### src/common/cache_pkg.sv
// ~~~~~~~~~~~~~~~~~~~~~~~~~~~~~~~~~~~~~~~~~~~~~~~~~~~~~~~~~~~~~~~~~~~~~~~~~~
// shared widths, AXI codes and state encodings of the read-only cache
// imported by every cache module and by the verification files
// ~~~~~~~~~~~~~~~~~~~~~~~~~~~~~~~~~~~~~~~~~~~~~~~~~~~~~~~~~~~~~~~~~~~~~~~~~~
`default_nettype none

package cache_pkg;

   localparam int ADDR_W       = 16;   // byte address
   localparam int WORD_W       = 32;   // cache word, also one AXI beat
   localparam int WORD_BYTES_W = 2;    // byte offset inside a word

   typedef logic [WORD_W-1:0] word_t;
   typedef logic [ADDR_W-1:0] addr_t;

   typedef logic [7:0] axi_len_t;
   typedef logic [2:0] axi_size_t;
   typedef logic [1:0] axi_burst_t;
   typedef logic [1:0] axi_resp_t;
   typedef logic [3:0] axi_id_t;

   localparam axi_id_t    AXI_ID        = 4'd0;
   localparam axi_burst_t BURST_FIXED   = 2'b00;
   localparam axi_burst_t BURST_INCR    = 2'b01;
   localparam axi_resp_t  RESP_OKAY     = 2'b00;
   localparam logic [3:0] CACHE_BITS_RO = 4'b0011;   // cacheable, bufferable

   // line refill engine
   typedef enum logic [1:0] {
      RF_IDLE,
      RF_ADDR,
      RF_LOAD,
      RF_END
   } refill_state_e;

   // tag lookup and miss sequencing
   typedef enum logic [2:0] {
      LK_IDLE,
      LK_READ,
      LK_MISS,
      LK_WAIT,
      LK_DONE
   } lookup_state_e;

endpackage

`default_nettype wire

### src/source/cache_front.sv
// ~~~~~~~~~~~~~~~~~~~~~~~~~~~~~~~~~~~~~~~~~~~~~~~~~~~~~~~~~~~~~~~~~~~~~~~~~~
// requester port of the cache with a four-phase req/ack handshake
// one read in flight, address and result held stable while ack is up
// ~~~~~~~~~~~~~~~~~~~~~~~~~~~~~~~~~~~~~~~~~~~~~~~~~~~~~~~~~~~~~~~~~~~~~~~~~~
`timescale 1ns/1ns
`default_nettype none

module cache_front (
   input  logic              clk_i,
   input  logic              reset_i,
   input  logic              req_i,
   input  cache_pkg::addr_t  addr_i,
   output logic              ack_o,
   output cache_pkg::word_t  rdata_o,
   output logic              lk_start_o,
   output cache_pkg::addr_t  lk_addr_o,
   input  logic              lk_done_i,
   input  cache_pkg::word_t  lk_word_i
);
   import cache_pkg::*;

   typedef enum logic [1:0] {
      FR_IDLE,    // waiting for req
      FR_START,   // lookup kicked off
      FR_WAIT,    // lookup busy
      FR_ACK      // ack held until req drops
   } front_state_e;

   front_state_e state_q;
   addr_t        addr_q;
   word_t        word_q;

   always_ff @(posedge clk_i or posedge reset_i) begin
      if (reset_i) begin
         state_q <= FR_IDLE;
      end else begin
         case (state_q)
            FR_IDLE:  if (req_i) state_q <= FR_START;
            FR_START: state_q <= FR_WAIT;
            FR_WAIT:  if (lk_done_i) state_q <= FR_ACK;
            FR_ACK:   if (!req_i) state_q <= FR_IDLE;   // end of the four phases
            default:  state_q <= FR_IDLE;
         endcase
      end
   end

   always_ff @(posedge clk_i) begin
      if (state_q == FR_IDLE && req_i) addr_q <= addr_i;
      if (state_q == FR_WAIT && lk_done_i) word_q <= lk_word_i;
   end

   assign lk_start_o = (state_q == FR_START);
   assign lk_addr_o  = addr_q;
   assign ack_o      = (state_q == FR_ACK);
   assign rdata_o    = word_q;

endmodule

`default_nettype wire

### src/source/cache_lookup.sv
// ~~~~~~~~~~~~~~~~~~~~~~~~~~~~~~~~~~~~~~~~~~~~~~~~~~~~~~~~~~~~~~~~~~~~~~~~~~
// tag and valid arrays of the direct-mapped cache, hit check and miss flow
// a miss asks the refill engine for the line, then rereads it like a hit
// ~~~~~~~~~~~~~~~~~~~~~~~~~~~~~~~~~~~~~~~~~~~~~~~~~~~~~~~~~~~~~~~~~~~~~~~~~~
`timescale 1ns/1ns
`default_nettype none

module cache_lookup #(
   parameter int INDEX_W  = 3,
   parameter int OFFSET_W = 2
) (
   input  logic                                  clk_i,
   input  logic                                  reset_i,
   input  logic                                  lk_start_i,
   input  cache_pkg::addr_t                      lk_addr_i,
   output logic                                  lk_done_o,
   output cache_pkg::word_t                      lk_word_o,
   output logic                                  replace_valid_o,
   output logic [cache_pkg::ADDR_W-OFFSET_W-cache_pkg::WORD_BYTES_W-1:0] replace_addr_o,
   input  logic                                  replace_i,
   output logic                                  rd_en_o,
   output logic [INDEX_W-1:0]                    rd_index_o,
   output logic [((OFFSET_W > 0) ? OFFSET_W : 1)-1:0] rd_offset_o,
   input  cache_pkg::word_t                      rd_data_i,
   input  logic                                  fill_valid_i
);
   import cache_pkg::*;

   localparam int TAG_W = ADDR_W - INDEX_W - OFFSET_W - WORD_BYTES_W;
   localparam int OFF_W = (OFFSET_W > 0) ? OFFSET_W : 1;
   localparam int LINES = 2 ** INDEX_W;

   lookup_state_e       state_q;
   addr_t               addr_q;
   logic [LINES-1:0]    valid_q;
   logic [TAG_W-1:0]    tag_q [LINES];

   logic [TAG_W-1:0]    tag;
   logic [INDEX_W-1:0]  index;
   logic [OFF_W-1:0]    offset;
   logic                hit;

   // split the registered address into its fields
   assign tag    = addr_q[ADDR_W-1 -: TAG_W];
   assign index  = addr_q[WORD_BYTES_W+OFFSET_W +: INDEX_W];
   assign offset = (OFFSET_W > 0) ? addr_q[WORD_BYTES_W +: OFF_W] : '0;

   assign hit = valid_q[index] && (tag_q[index] == tag);

   always_ff @(posedge clk_i or posedge reset_i) begin
      if (reset_i) begin
         state_q <= LK_IDLE;
         valid_q <= '0;
      end else begin
         case (state_q)
            LK_IDLE: if (lk_start_i) state_q <= LK_READ;
            LK_READ: state_q <= hit ? LK_WAIT : LK_MISS;
            LK_MISS: begin
               // a line being overwritten is never reported as a hit
               if (fill_valid_i) valid_q[index] <= 1'b0;
               if (!replace_i) begin
                  valid_q[index] <= 1'b1;
                  state_q        <= LK_READ;   // reread the fresh line
               end
            end
            LK_WAIT: state_q <= LK_DONE;     // store read in progress
            LK_DONE: state_q <= LK_IDLE;
            default: state_q <= LK_IDLE;
         endcase
      end
   end

   always_ff @(posedge clk_i) begin
      if (state_q == LK_IDLE && lk_start_i) addr_q <= lk_addr_i;
      if (state_q == LK_MISS && !replace_i) tag_q[index] <= tag;
      if (state_q == LK_WAIT) lk_word_o <= rd_data_i;
   end

   assign rd_en_o         = (state_q == LK_READ) && hit;
   assign rd_index_o      = index;   // also selects the line written by the refill
   assign rd_offset_o     = offset;
   assign replace_valid_o = (state_q == LK_READ) && !hit;
   assign replace_addr_o  = addr_q[ADDR_W-1:OFFSET_W+WORD_BYTES_W];
   assign lk_done_o       = (state_q == LK_DONE);

endmodule

`default_nettype wire

### src/source/cache_line_store.sv
// ~~~~~~~~~~~~~~~~~~~~~~~~~~~~~~~~~~~~~~~~~~~~~~~~~~~~~~~~~~~~~~~~~~~~~~~~~~
// word memory holding the cache lines, one write and one registered read
// ~~~~~~~~~~~~~~~~~~~~~~~~~~~~~~~~~~~~~~~~~~~~~~~~~~~~~~~~~~~~~~~~~~~~~~~~~~
`timescale 1ns/1ns
`default_nettype none

module cache_line_store #(
   parameter int INDEX_W  = 3,
   parameter int OFFSET_W = 2
) (
   input  logic                                        clk_i,
   input  logic                                        wr_en_i,
   input  logic [INDEX_W-1:0]                          wr_index_i,
   input  logic [((OFFSET_W > 0) ? OFFSET_W : 1)-1:0]  wr_offset_i,
   input  cache_pkg::word_t                            wr_data_i,
   input  logic                                        rd_en_i,
   input  logic [INDEX_W-1:0]                          rd_index_i,
   input  logic [((OFFSET_W > 0) ? OFFSET_W : 1)-1:0]  rd_offset_i,
   output cache_pkg::word_t                            rd_data_o
);
   import cache_pkg::*;

   localparam int OFF_W = (OFFSET_W > 0) ? OFFSET_W : 1;
   localparam int DEPTH = 2 ** (INDEX_W + OFFSET_W);

   word_t                    mem [DEPTH];
   logic [INDEX_W+OFF_W-1:0] wr_addr;
   logic [INDEX_W+OFF_W-1:0] rd_addr;

   // the shift drops the dummy offset bit of one-word lines
   assign wr_addr = {wr_index_i, wr_offset_i} >> (OFF_W - OFFSET_W);
   assign rd_addr = {rd_index_i, rd_offset_i} >> (OFF_W - OFFSET_W);

   always_ff @(posedge clk_i) begin
      if (wr_en_i) mem[wr_addr[INDEX_W+OFFSET_W-1:0]] <= wr_data_i;
      if (rd_en_i) rd_data_o <= mem[rd_addr[INDEX_W+OFFSET_W-1:0]];   // held until next read
   end

endmodule

`default_nettype wire

### src/refill/cache_refill_axi.sv
// ~~~~~~~~~~~~~~~~~~~~~~~~~~~~~~~~~~~~~~~~~~~~~~~~~~~~~~~~~~~~~~~~~~~~~~~~~~
// AXI4 read master that refills one cache line per request
// a burst with any error response is repeated once it has finished
// ~~~~~~~~~~~~~~~~~~~~~~~~~~~~~~~~~~~~~~~~~~~~~~~~~~~~~~~~~~~~~~~~~~~~~~~~~~
`timescale 1ns/1ns
`default_nettype none

module cache_refill_axi #(
   parameter int INDEX_W  = 3,
   parameter int OFFSET_W = 2
) (
   input  logic                                        clk_i,
   input  logic                                        reset_i,
   input  logic                                        replace_valid_i,
   input  logic [cache_pkg::ADDR_W-OFFSET_W-cache_pkg::WORD_BYTES_W-1:0] replace_addr_i,
   output logic                                        replace_o,
   output logic                                        fill_valid_o,
   output logic [((OFFSET_W > 0) ? OFFSET_W : 1)-1:0]  fill_offset_o,
   output cache_pkg::word_t                            fill_data_o,
   output logic                                        axi_arvalid_o,
   input  logic                                        axi_arready_i,
   output cache_pkg::addr_t                            axi_araddr_o,
   output cache_pkg::axi_id_t                          axi_arid_o,
   output cache_pkg::axi_len_t                         axi_arlen_o,
   output cache_pkg::axi_size_t                        axi_arsize_o,
   output cache_pkg::axi_burst_t                       axi_arburst_o,
   output logic                                        axi_arlock_o,
   output logic [3:0]                                  axi_arcache_o,
   output logic [2:0]                                  axi_arprot_o,
   output logic [3:0]                                  axi_arqos_o,
   input  logic                                        axi_rvalid_i,
   output logic                                        axi_rready_o,
   input  cache_pkg::word_t                            axi_rdata_i,
   input  cache_pkg::axi_resp_t                        axi_rresp_i,
   input  logic                                        axi_rlast_i
);
   import cache_pkg::*;

   localparam int TAG_W  = ADDR_W - INDEX_W - OFFSET_W - WORD_BYTES_W;
   localparam int LINE_W = TAG_W + INDEX_W;   // tag and index make the line address

   refill_state_e     state_q;
   refill_state_e     state_d;
   logic [LINE_W-1:0] line_q;
   logic              beat;

   always_ff @(posedge clk_i or posedge reset_i) begin
      if (reset_i) state_q <= RF_IDLE;
      else state_q <= state_d;
   end

   // keep the line address for the retries
   always_ff @(posedge clk_i) begin
      if (state_q == RF_IDLE && replace_valid_i) line_q <= replace_addr_i;
   end

   assign axi_arid_o    = AXI_ID;
   assign axi_arlock_o  = 1'b0;
   assign axi_arcache_o = CACHE_BITS_RO;
   assign axi_arprot_o  = 3'd0;
   assign axi_arqos_o   = 4'd0;
   assign axi_arsize_o  = axi_size_t'(WORD_BYTES_W);   // one word per beat
   assign axi_araddr_o  = {line_q, {(OFFSET_W + WORD_BYTES_W){1'b0}}};

   assign replace_o     = (state_q != RF_IDLE);
   assign axi_arvalid_o = (state_q == RF_ADDR);
   assign axi_rready_o  = (state_q == RF_LOAD);
   assign beat          = axi_rvalid_i && axi_rready_o;
   assign fill_valid_o  = beat;
   assign fill_data_o   = axi_rdata_i;

   generate
      if (OFFSET_W > 0) begin : g_burst
         logic [OFFSET_W-1:0] offset_q;
         logic                slave_err_q;   // sticky, the burst cannot be cut short

         assign axi_arlen_o   = axi_len_t'(2 ** OFFSET_W - 1);
         assign axi_arburst_o = BURST_INCR;
         assign fill_offset_o = offset_q;

         always_ff @(posedge clk_i or posedge reset_i) begin
            if (reset_i) begin
               offset_q    <= '0;
               slave_err_q <= 1'b0;
            end else if (state_q == RF_ADDR) begin
               offset_q    <= '0;
               slave_err_q <= 1'b0;
            end else if (beat) begin
               offset_q <= offset_q + 1'b1;
               if (axi_rresp_i != RESP_OKAY) slave_err_q <= 1'b1;
            end
         end

         always_comb begin
            state_d = state_q;
            case (state_q)
               RF_IDLE: if (replace_valid_i) state_d = RF_ADDR;
               RF_ADDR: if (axi_arready_i) state_d = RF_LOAD;
               RF_LOAD: if (beat && axi_rlast_i) state_d = RF_END;
               RF_END:  state_d = slave_err_q ? RF_ADDR : RF_IDLE;   // last write settles
               default: state_d = RF_IDLE;
            endcase
         end
      end else begin : g_single
         assign axi_arlen_o   = '0;
         assign axi_arburst_o = BURST_FIXED;
         assign fill_offset_o = '0;

         // single beat, so an error can retry straight away
         always_comb begin
            state_d = state_q;
            case (state_q)
               RF_IDLE: if (replace_valid_i) state_d = RF_ADDR;
               RF_ADDR: if (axi_arready_i) state_d = RF_LOAD;
               RF_LOAD: if (beat) state_d = (axi_rresp_i != RESP_OKAY) ? RF_ADDR : RF_END;
               RF_END:  state_d = RF_IDLE;
               default: state_d = RF_IDLE;
            endcase
         end
      end
   endgenerate

endmodule

`default_nettype wire

### src/source/cache_top.sv
// ~~~~~~~~~~~~~~~~~~~~~~~~~~~~~~~~~~~~~~~~~~~~~~~~~~~~~~~~~~~~~~~~~~~~~~~~~~
// read-only direct-mapped cache, requester port in and AXI4 read master out
// geometry is set here and passed down to every block
// ~~~~~~~~~~~~~~~~~~~~~~~~~~~~~~~~~~~~~~~~~~~~~~~~~~~~~~~~~~~~~~~~~~~~~~~~~~
`timescale 1ns/1ns
`default_nettype none

module cache_top #(
   parameter int INDEX_W  = 3,   // 8 lines
   parameter int OFFSET_W = 2    // 4 words per line
) (
   input  logic                  clk_i,
   input  logic                  reset_i,
   input  logic                  req_i,
   input  cache_pkg::addr_t      addr_i,
   output logic                  ack_o,
   output cache_pkg::word_t      rdata_o,
   output logic                  axi_arvalid_o,
   input  logic                  axi_arready_i,
   output cache_pkg::addr_t      axi_araddr_o,
   output cache_pkg::axi_id_t    axi_arid_o,
   output cache_pkg::axi_len_t   axi_arlen_o,
   output cache_pkg::axi_size_t  axi_arsize_o,
   output cache_pkg::axi_burst_t axi_arburst_o,
   output logic                  axi_arlock_o,
   output logic [3:0]            axi_arcache_o,
   output logic [2:0]            axi_arprot_o,
   output logic [3:0]            axi_arqos_o,
   input  logic                  axi_rvalid_i,
   output logic                  axi_rready_o,
   input  cache_pkg::word_t      axi_rdata_i,
   input  cache_pkg::axi_resp_t  axi_rresp_i,
   input  logic                  axi_rlast_i
);
   import cache_pkg::*;

   localparam int OFF_W  = (OFFSET_W > 0) ? OFFSET_W : 1;
   localparam int LINE_W = ADDR_W - OFFSET_W - WORD_BYTES_W;

   logic              lk_start;
   addr_t             lk_addr;
   logic              lk_done;
   word_t             lk_word;
   logic              replace_valid;
   logic [LINE_W-1:0] replace_addr;
   logic              replace;
   logic              rd_en;
   logic [INDEX_W-1:0] rd_index;
   logic [OFF_W-1:0]  rd_offset;
   word_t             rd_data;
   logic              fill_valid;
   logic [OFF_W-1:0]  fill_offset;
   word_t             fill_data;

   cache_front u_front (
      .clk_i, .reset_i, .req_i, .addr_i, .ack_o, .rdata_o,
      .lk_start_o(lk_start), .lk_addr_o(lk_addr), .lk_done_i(lk_done), .lk_word_i(lk_word)
   );

   cache_lookup #(.INDEX_W(INDEX_W), .OFFSET_W(OFFSET_W)) u_lookup (
      .clk_i, .reset_i,
      .lk_start_i(lk_start), .lk_addr_i(lk_addr), .lk_done_o(lk_done), .lk_word_o(lk_word),
      .replace_valid_o(replace_valid), .replace_addr_o(replace_addr), .replace_i(replace),
      .rd_en_o(rd_en), .rd_index_o(rd_index), .rd_offset_o(rd_offset), .rd_data_i(rd_data),
      .fill_valid_i(fill_valid)
   );

   // the refill writes into the line the lookup is holding
   cache_line_store #(.INDEX_W(INDEX_W), .OFFSET_W(OFFSET_W)) u_store (
      .clk_i,
      .wr_en_i(fill_valid), .wr_index_i(rd_index), .wr_offset_i(fill_offset),
      .wr_data_i(fill_data),
      .rd_en_i(rd_en), .rd_index_i(rd_index), .rd_offset_i(rd_offset), .rd_data_o(rd_data)
   );

   cache_refill_axi #(.INDEX_W(INDEX_W), .OFFSET_W(OFFSET_W)) u_refill (
      .clk_i, .reset_i,
      .replace_valid_i(replace_valid), .replace_addr_i(replace_addr), .replace_o(replace),
      .fill_valid_o(fill_valid), .fill_offset_o(fill_offset), .fill_data_o(fill_data),
      .axi_arvalid_o, .axi_arready_i, .axi_araddr_o, .axi_arid_o, .axi_arlen_o,
      .axi_arsize_o, .axi_arburst_o, .axi_arlock_o, .axi_arcache_o, .axi_arprot_o,
      .axi_arqos_o, .axi_rvalid_i, .axi_rready_o, .axi_rdata_i, .axi_rresp_i, .axi_rlast_i
   );

endmodule

`default_nettype wire

### config.mk
export PLATFORM = sky130hd
export DESIGN_NAME = cache_top
export DESIGN_NICKNAME = d
export VERILOG_FILES = /design/src/common/cache_pkg.sv /design/src/source/cache_front.sv /design/src/source/cache_lookup.sv /design/src/source/cache_line_store.sv /design/src/refill/cache_refill_axi.sv /design/src/source/cache_top.sv
export SDC_FILE = /design/constraint.sdc
export NUM_CORES = 1
export LEC_CHECK = 0
export CORE_MARGIN = 2
export CORE_UTILIZATION = 43
export DETAILED_ROUTE_END_ITERATION = 10
export DONT_BUFFER_PORTS = 1
export GPL_TIMING_DRIVEN = 0
export SLEW_MARGIN = 0
export SYNTH_ARGS = -nofsm -noshare
export SYNTH_HDL_FRONTEND = slang
export SYNTH_SLANG_ARGS = --single-unit
### constraint.sdc
create_clock -name clk_i -period 14.5 [get_ports clk_i]
set_clock_uncertainty 0.05 [all_clocks]
set_input_delay 2.175 -clock clk_i [delete_from_list [all_inputs] [get_ports clk_i]]
set_output_delay 2.175 -clock clk_i [all_outputs]
set_load 0.005 [all_outputs]
-- Word-level counts from Yosys, hierarchy flattened
Memory sizes are Yosys's and may differ from the RTL's. A register that Yosys moved wholly into a read port is not among the register bits.
Index checks and enable logic that the tools add are counted.
- register bits: 126
- bits in writable memories: 1096
- output and inout bits: 80
- logic and storage cells: 92
- memories: 2
- add/sub/neg operators: 1
- $lt $le $gt $ge: 2
- equal/unequal tests: 19
- multiplexer cells: 30
- bitwise gates (word level): 3
- reduce and logical (&&, ||, !) cells: 24
- memory list (memory ; depth ; width ; read ports ; clocked after memory_dff ; write ports ; RTL line ; source):
    u_store.mem ; 32 ; 32 ; 1 ; 1 ; 1 ; cache_line_store.sv:26 ; word_t mem [DEPTH];
    u_lookup.tag_q ; 8 ; 9 ; 1 ; 1 ; 1 ; cache_lookup.sv:36 ; logic [TAG_W-1:0] tag_q [LINES];
- operators with widths (cell ; number):
    $mux 8 ; 3
    $mux 2 ; 8
    $pmux 2 s4 ; 2
    $pmux 3 s4 ; 1
    $logic_and 1x1->1 ; 11
    $mux 1 ; 11
    $eq 9x9->1 ; 1
    $mux 3 ; 3
    $and 8x8->8 ; 1
    $eq 2x2->1 const B ; 4
    $ne 2x1->1 const B ; 4
    $ne 2x2->1 const B ; 4
    $not 8->8 ; 1
    $or 8x8->8 ; 1
    $reduce_bool 2->1 ; 4
    $eq 3x2->1 const B ; 2
    $reduce_and 3->1 ; 2
    $eq 2x1->1 const B ; 2
    $logic_not 2->1 ; 2
    $lt 3x4->1 const B ; 1
    $reduce_and 2->1 ; 2
    $bmux 1 s3 ; 1
    $demux 1 s3 ; 1
    $eq 3x1->1 const B ; 1
    other kinds (5) ; 6

-- Longest topological paths before layout
- depth after elaboration: 10
- gate-level depth with buffers: 9
- depth with buffers taken out: 7

-- By module
From an unflattened synthesis, not the netlist that was laid out.
- cells, all modules: 2698
- area total of the unflattened synthesis: 48574.1 um^2
- by module, submodules not included (module ; times used ; cells an instance ; area an instance (um^2) ; sequential area each (um^2)):
    cache_line_store ; 1 ; 2260 ; 40805.4 ; 31710.4
    cache_lookup ; 1 ; 261 ; 4984.8 ; 3878.7
    cache_front ; 1 ; 66 ; 1615.3 ; 1491.4
    cache_refill_axi ; 1 ; 111 ; 1168.6 ; 485.5

-- Least setup slack after synthesis
Ideal clock, no wire load.
- kind: input -> register
- from: input axi_rvalid_i
- to: memory u_store.mem[0][0] in the netlist's numbering (enable)
- data arrival time: 4.119 ns
- required time: 14.029 ns
- path slack: 9.910 ns
- cell stages on the path: 4
- path buffers: 1
- cells stage by stage: and2_1 clkbuf_1 nand2_1 nor2_1
- longest elaborated chain between the ends: 3
- ends and longest elaborated chain (item ; RTL line ; source):
    from (decl) ; cache_top.sv:29 ; input logic axi_rvalid_i,
    $logic_and 1x1->1 ; cache_refill_axi.sv:68 ; assign beat = axi_rvalid_i && axi_rready_o;
    $mux 1 ; cache_line_store.sv:35 ; if (wr_en_i) mem[wr_addr[INDEX_W+OFFSET_W-1:0]] <= wr_data_i;
    $mux 1 (implied by the code) ; cache_line_store.sv:35 ;
    to (decl) ; cache_line_store.sv:26 ;
Every way passes these cells.

-- Worst setup path after layout
- from: input axi_rvalid_i
- to: memory u_store.mem[27][18] in the netlist's numbering (enable)
Same word-level chain as after synthesis.

==> impl_metrics.tcl <==
set metrics [dict create \
    cp.required_ns 14.84 \
    die_h_um 333 \
    intPower_uw 6510 \
    worst_r2r_endpoint "u_store.rd_data_o[16]" \
    slowest_stage "nor2_4" \
    drtIter0Drc 2735 \
    post_cts_resize_count 0 \
    synth-edff-count 1232 \
    synth_flop_cell "edfxtp_1" \
    syn_avg_cell_area_um2 23.0 \
    synthArstFlopShare 0.0144 \
    grt_usage 0.201 \
    swShare 0.253 \
    mostFrequentLayoutCells "edfxtp_1 (1232), mux4_2 (264), a22oi_1 (128), clkbuf_16 (121), clkbuf_1 (84)" \
    num_antenna_cells 0 \
    hold_class "flip-flop to flip-flop" \
    min_period_ns 4.17 \
    io-pin-count 136 \
    rows 120 \
    ant_nets 0 \
    dp.cells 3503 \
    crit_type "input port to flip-flop" \
    wire_per_inst_um 29.9 \
    cts_hold_buf 0 \
    p_switching_uw 2210 \
    grt_use_met1 0.267 \
    rrSetupSlack_ns 10.70 \
    final.fill_count 8345 \
    ys_warn_count 0 \
    grt_max_degree 33 \
    cap_violations 0 \
    power_frac_seq 0.483 \
    hp-start "u_store.rd_data_o[26]" \
    antenna_found_initial 0 \
    drive_above_1_share 0.258 \
    peakVddDrop_v 0.000104 \
    use_met3 0.0504 \
    core_area_um2 107000 \
    htree_levels 3 \
    p_per_area_nw_per_um2 162 \
    root_buffer "clkbuf_16" \
    drc 0 \
    fin_tns_setup_ns 0 \
    synth_top_cell_area_share 0.793 \
    cp.arrival_ns 4.51 \
    use_met2 0.326 \
    yosysTopAreaCell "edfxtp_1" \
    post-cts-setup-buffers 0 \
    setup-violations-final 0 \
    start_kind "input port" \
    worst_setup_path_end_kind "flip-flop" \
    status "complete, no violations" \
    fin_cells 3731 \
    initial_core_util 0.435 \
    hold-path-endpoint "u_lookup.lk_word_o[26]" \
    pwr-share-comb 0.157 \
    worstReg2RegStart "u_lookup.addr_q[2]" \
    setup_ws_ns 10.33 \
    final_common_cell "edfxtp_1" \
    wirelength_mm 111 \
    chipWidth_um 333 \
    holdWs_ns 0.364 \
    nNetsFinal 2293 \
    total_leakage_power_uw 0.0166 \
    overflow 0 \
    insertion_delay_ns 0.70 \
    grt.busiest_layer "met2" \
    cts.path.max_buffers 3 \
    dp_hpwl_mm 73.2 \
    cts_tree "yes" \
    p_clk_frac 0.361 \
    clock.fmax_mhz 240 \
    grt_pass1_vias 22500 \
    min_period_over_period 0.287 \
    numCtsBuffers 121 \
    ys_seq_area_frac 0.804 \
    synthTopCellsByArea "edfxtp_1 (79%), mux4_2 (13%), a22oi_1 (2.1%), dfrtp_1 (0.97%), clkbuf_1 (0.57%)" \
    syn_inst 2025 \
    maxSlewViolCount 0 \
    ff2ff_path_depth 6 \
    area_delta_synth_final_pct 15.1 \
    place.gp.congestion 0.746 \
    grt_pass1_wl_mm 159 \
    syn-cell-area_um2 46700 \
    tightest_slew_ns 1.33 \
    clock_sinks 1253 \
    dp_slack_ns 9.66 \
    slew_headroom 0.116 \
    min_path_cells 0 \
    ys_ff_latch 1253 \
    max_stage_delay_ns 0.98 \
    firstDrtPassIters 5 \
    clkTransAtPathRegs_ns 0.07 \
    hold_viol_final 0 \
    vias 21700 \
    worstPathCellList "and2_1, clkbuf_1, nand2_1, nor2_4, buf_16" \
    crit_fanout 18 \
    synth_cell_type_count 49 \
    portBuffers 0 \
    rsz0062_at_grt "false" \
    dieArea_um2 111000 \
    viasPerCell 5.82 \
]
power by group through the flow:
stage               Clock [uW]  Sequential [uW]  Combinational [uW]
floorplan                    0             4260                 914
global placement             0             4280                1300
detailed placement           0             4280                1370
CTS                       3200             4210                1380
global route              3340             4220                1460
finish                    3150             4210                1370
cell usage after synthesis, drive strengths merged (13+ instances only):
master and instances:
nand2 17, mux4 264, mux2i 16, ha 13
buf 66, nand4 32, o21ai 20, mux2 18
edfxtp 1232, clkbuf 71, nor2 51, a22oi 128
dfrtp 18
flip-flops by register name, summed over array words and instances (netlist names), named ones only:
signal,cells
u_refill.state_q,2
u_front.state_q,2
u_store.rd_data_o,32
u_refill.fill_offset_o,2
u_lookup.tag_q,72
u_front.lk_addr_o,14
u_refill.line_q,12
u_lookup.lk_word_o,32
u_lookup.state_q,3
u_front.rdata_o,32
u_refill.g_burst.slave_err_q,1
u_lookup.addr_q,14
u_store.mem,1024
u_lookup.valid_q,7
cell families after synthesis:
kind of cell / synth area share
compound gates: 0.0265
xor+xnor: 0.00150
fa+ha+maj: 0.00349
buf+inv: 0.0149
flops: 0.804
mux: 0.135
other cells: 0.000161
simple gates: 0.0146
stage by stage:
step | util | power, uW | cell area, um2
detailed placement | 0.463 | 5660 | 49700
global placement | 0.452 | 5590 | 48500
global route | 0.500 | 9020 | 53700
floorplan | - | 5170 | 46800
finish | 0.500 | 8720 | 53700
CTS | 0.500 | 8780 | 53700
critical path: cells and delay by family:
| kind | cells | cell delay (ns) |
|---|---|---|
| buf+inv | 2 | 0.62 |
| simple gates | 3 | 1.67 |
worst max-delay path by stage:
stage / start / to / slack [ns] / cells past startpoint
after global routing: axi_rvalid_i / u_store.mem[27][18] / 10.20 / 5
after floorplan: axi_rvalid_i / u_store.mem[0][0] / 9.91 / 4
final: axi_rvalid_i / u_store.mem[27][18] / 10.33 / 5
after global placement: flip-flop / u_store.rd_data_o[16] / 6.12 / 8
after CTS: axi_rvalid_i / u_store.mem[27][18] / 10.40 / 5
after detailed placement: axi_rvalid_i / u_store.mem[27][12] / 9.66 / 5
area by class of cell:
type                       instances  area, um2  share of cell area
clock buffer                     135       3090              0.0575
buffer                           137        663              0.0123
timing repair buffer              45        942              0.0175
sequential                      1253      37500               0.698
inverter                           9       33.8            0.000629
clock inverter                    92        893              0.0166
tap                             1403       1760              0.0327
multi-input combinational        657       8840               0.165
layer usage:
metal | share of wire | up-vias
met1 | 0.40 | 11700
met5 | 0 | -
met4 | 0.025 | 0
met3 | 0.083 | 165
li1 | - | 8945
met2 | 0.49 | 941
(Power assumes the default switching activity.)
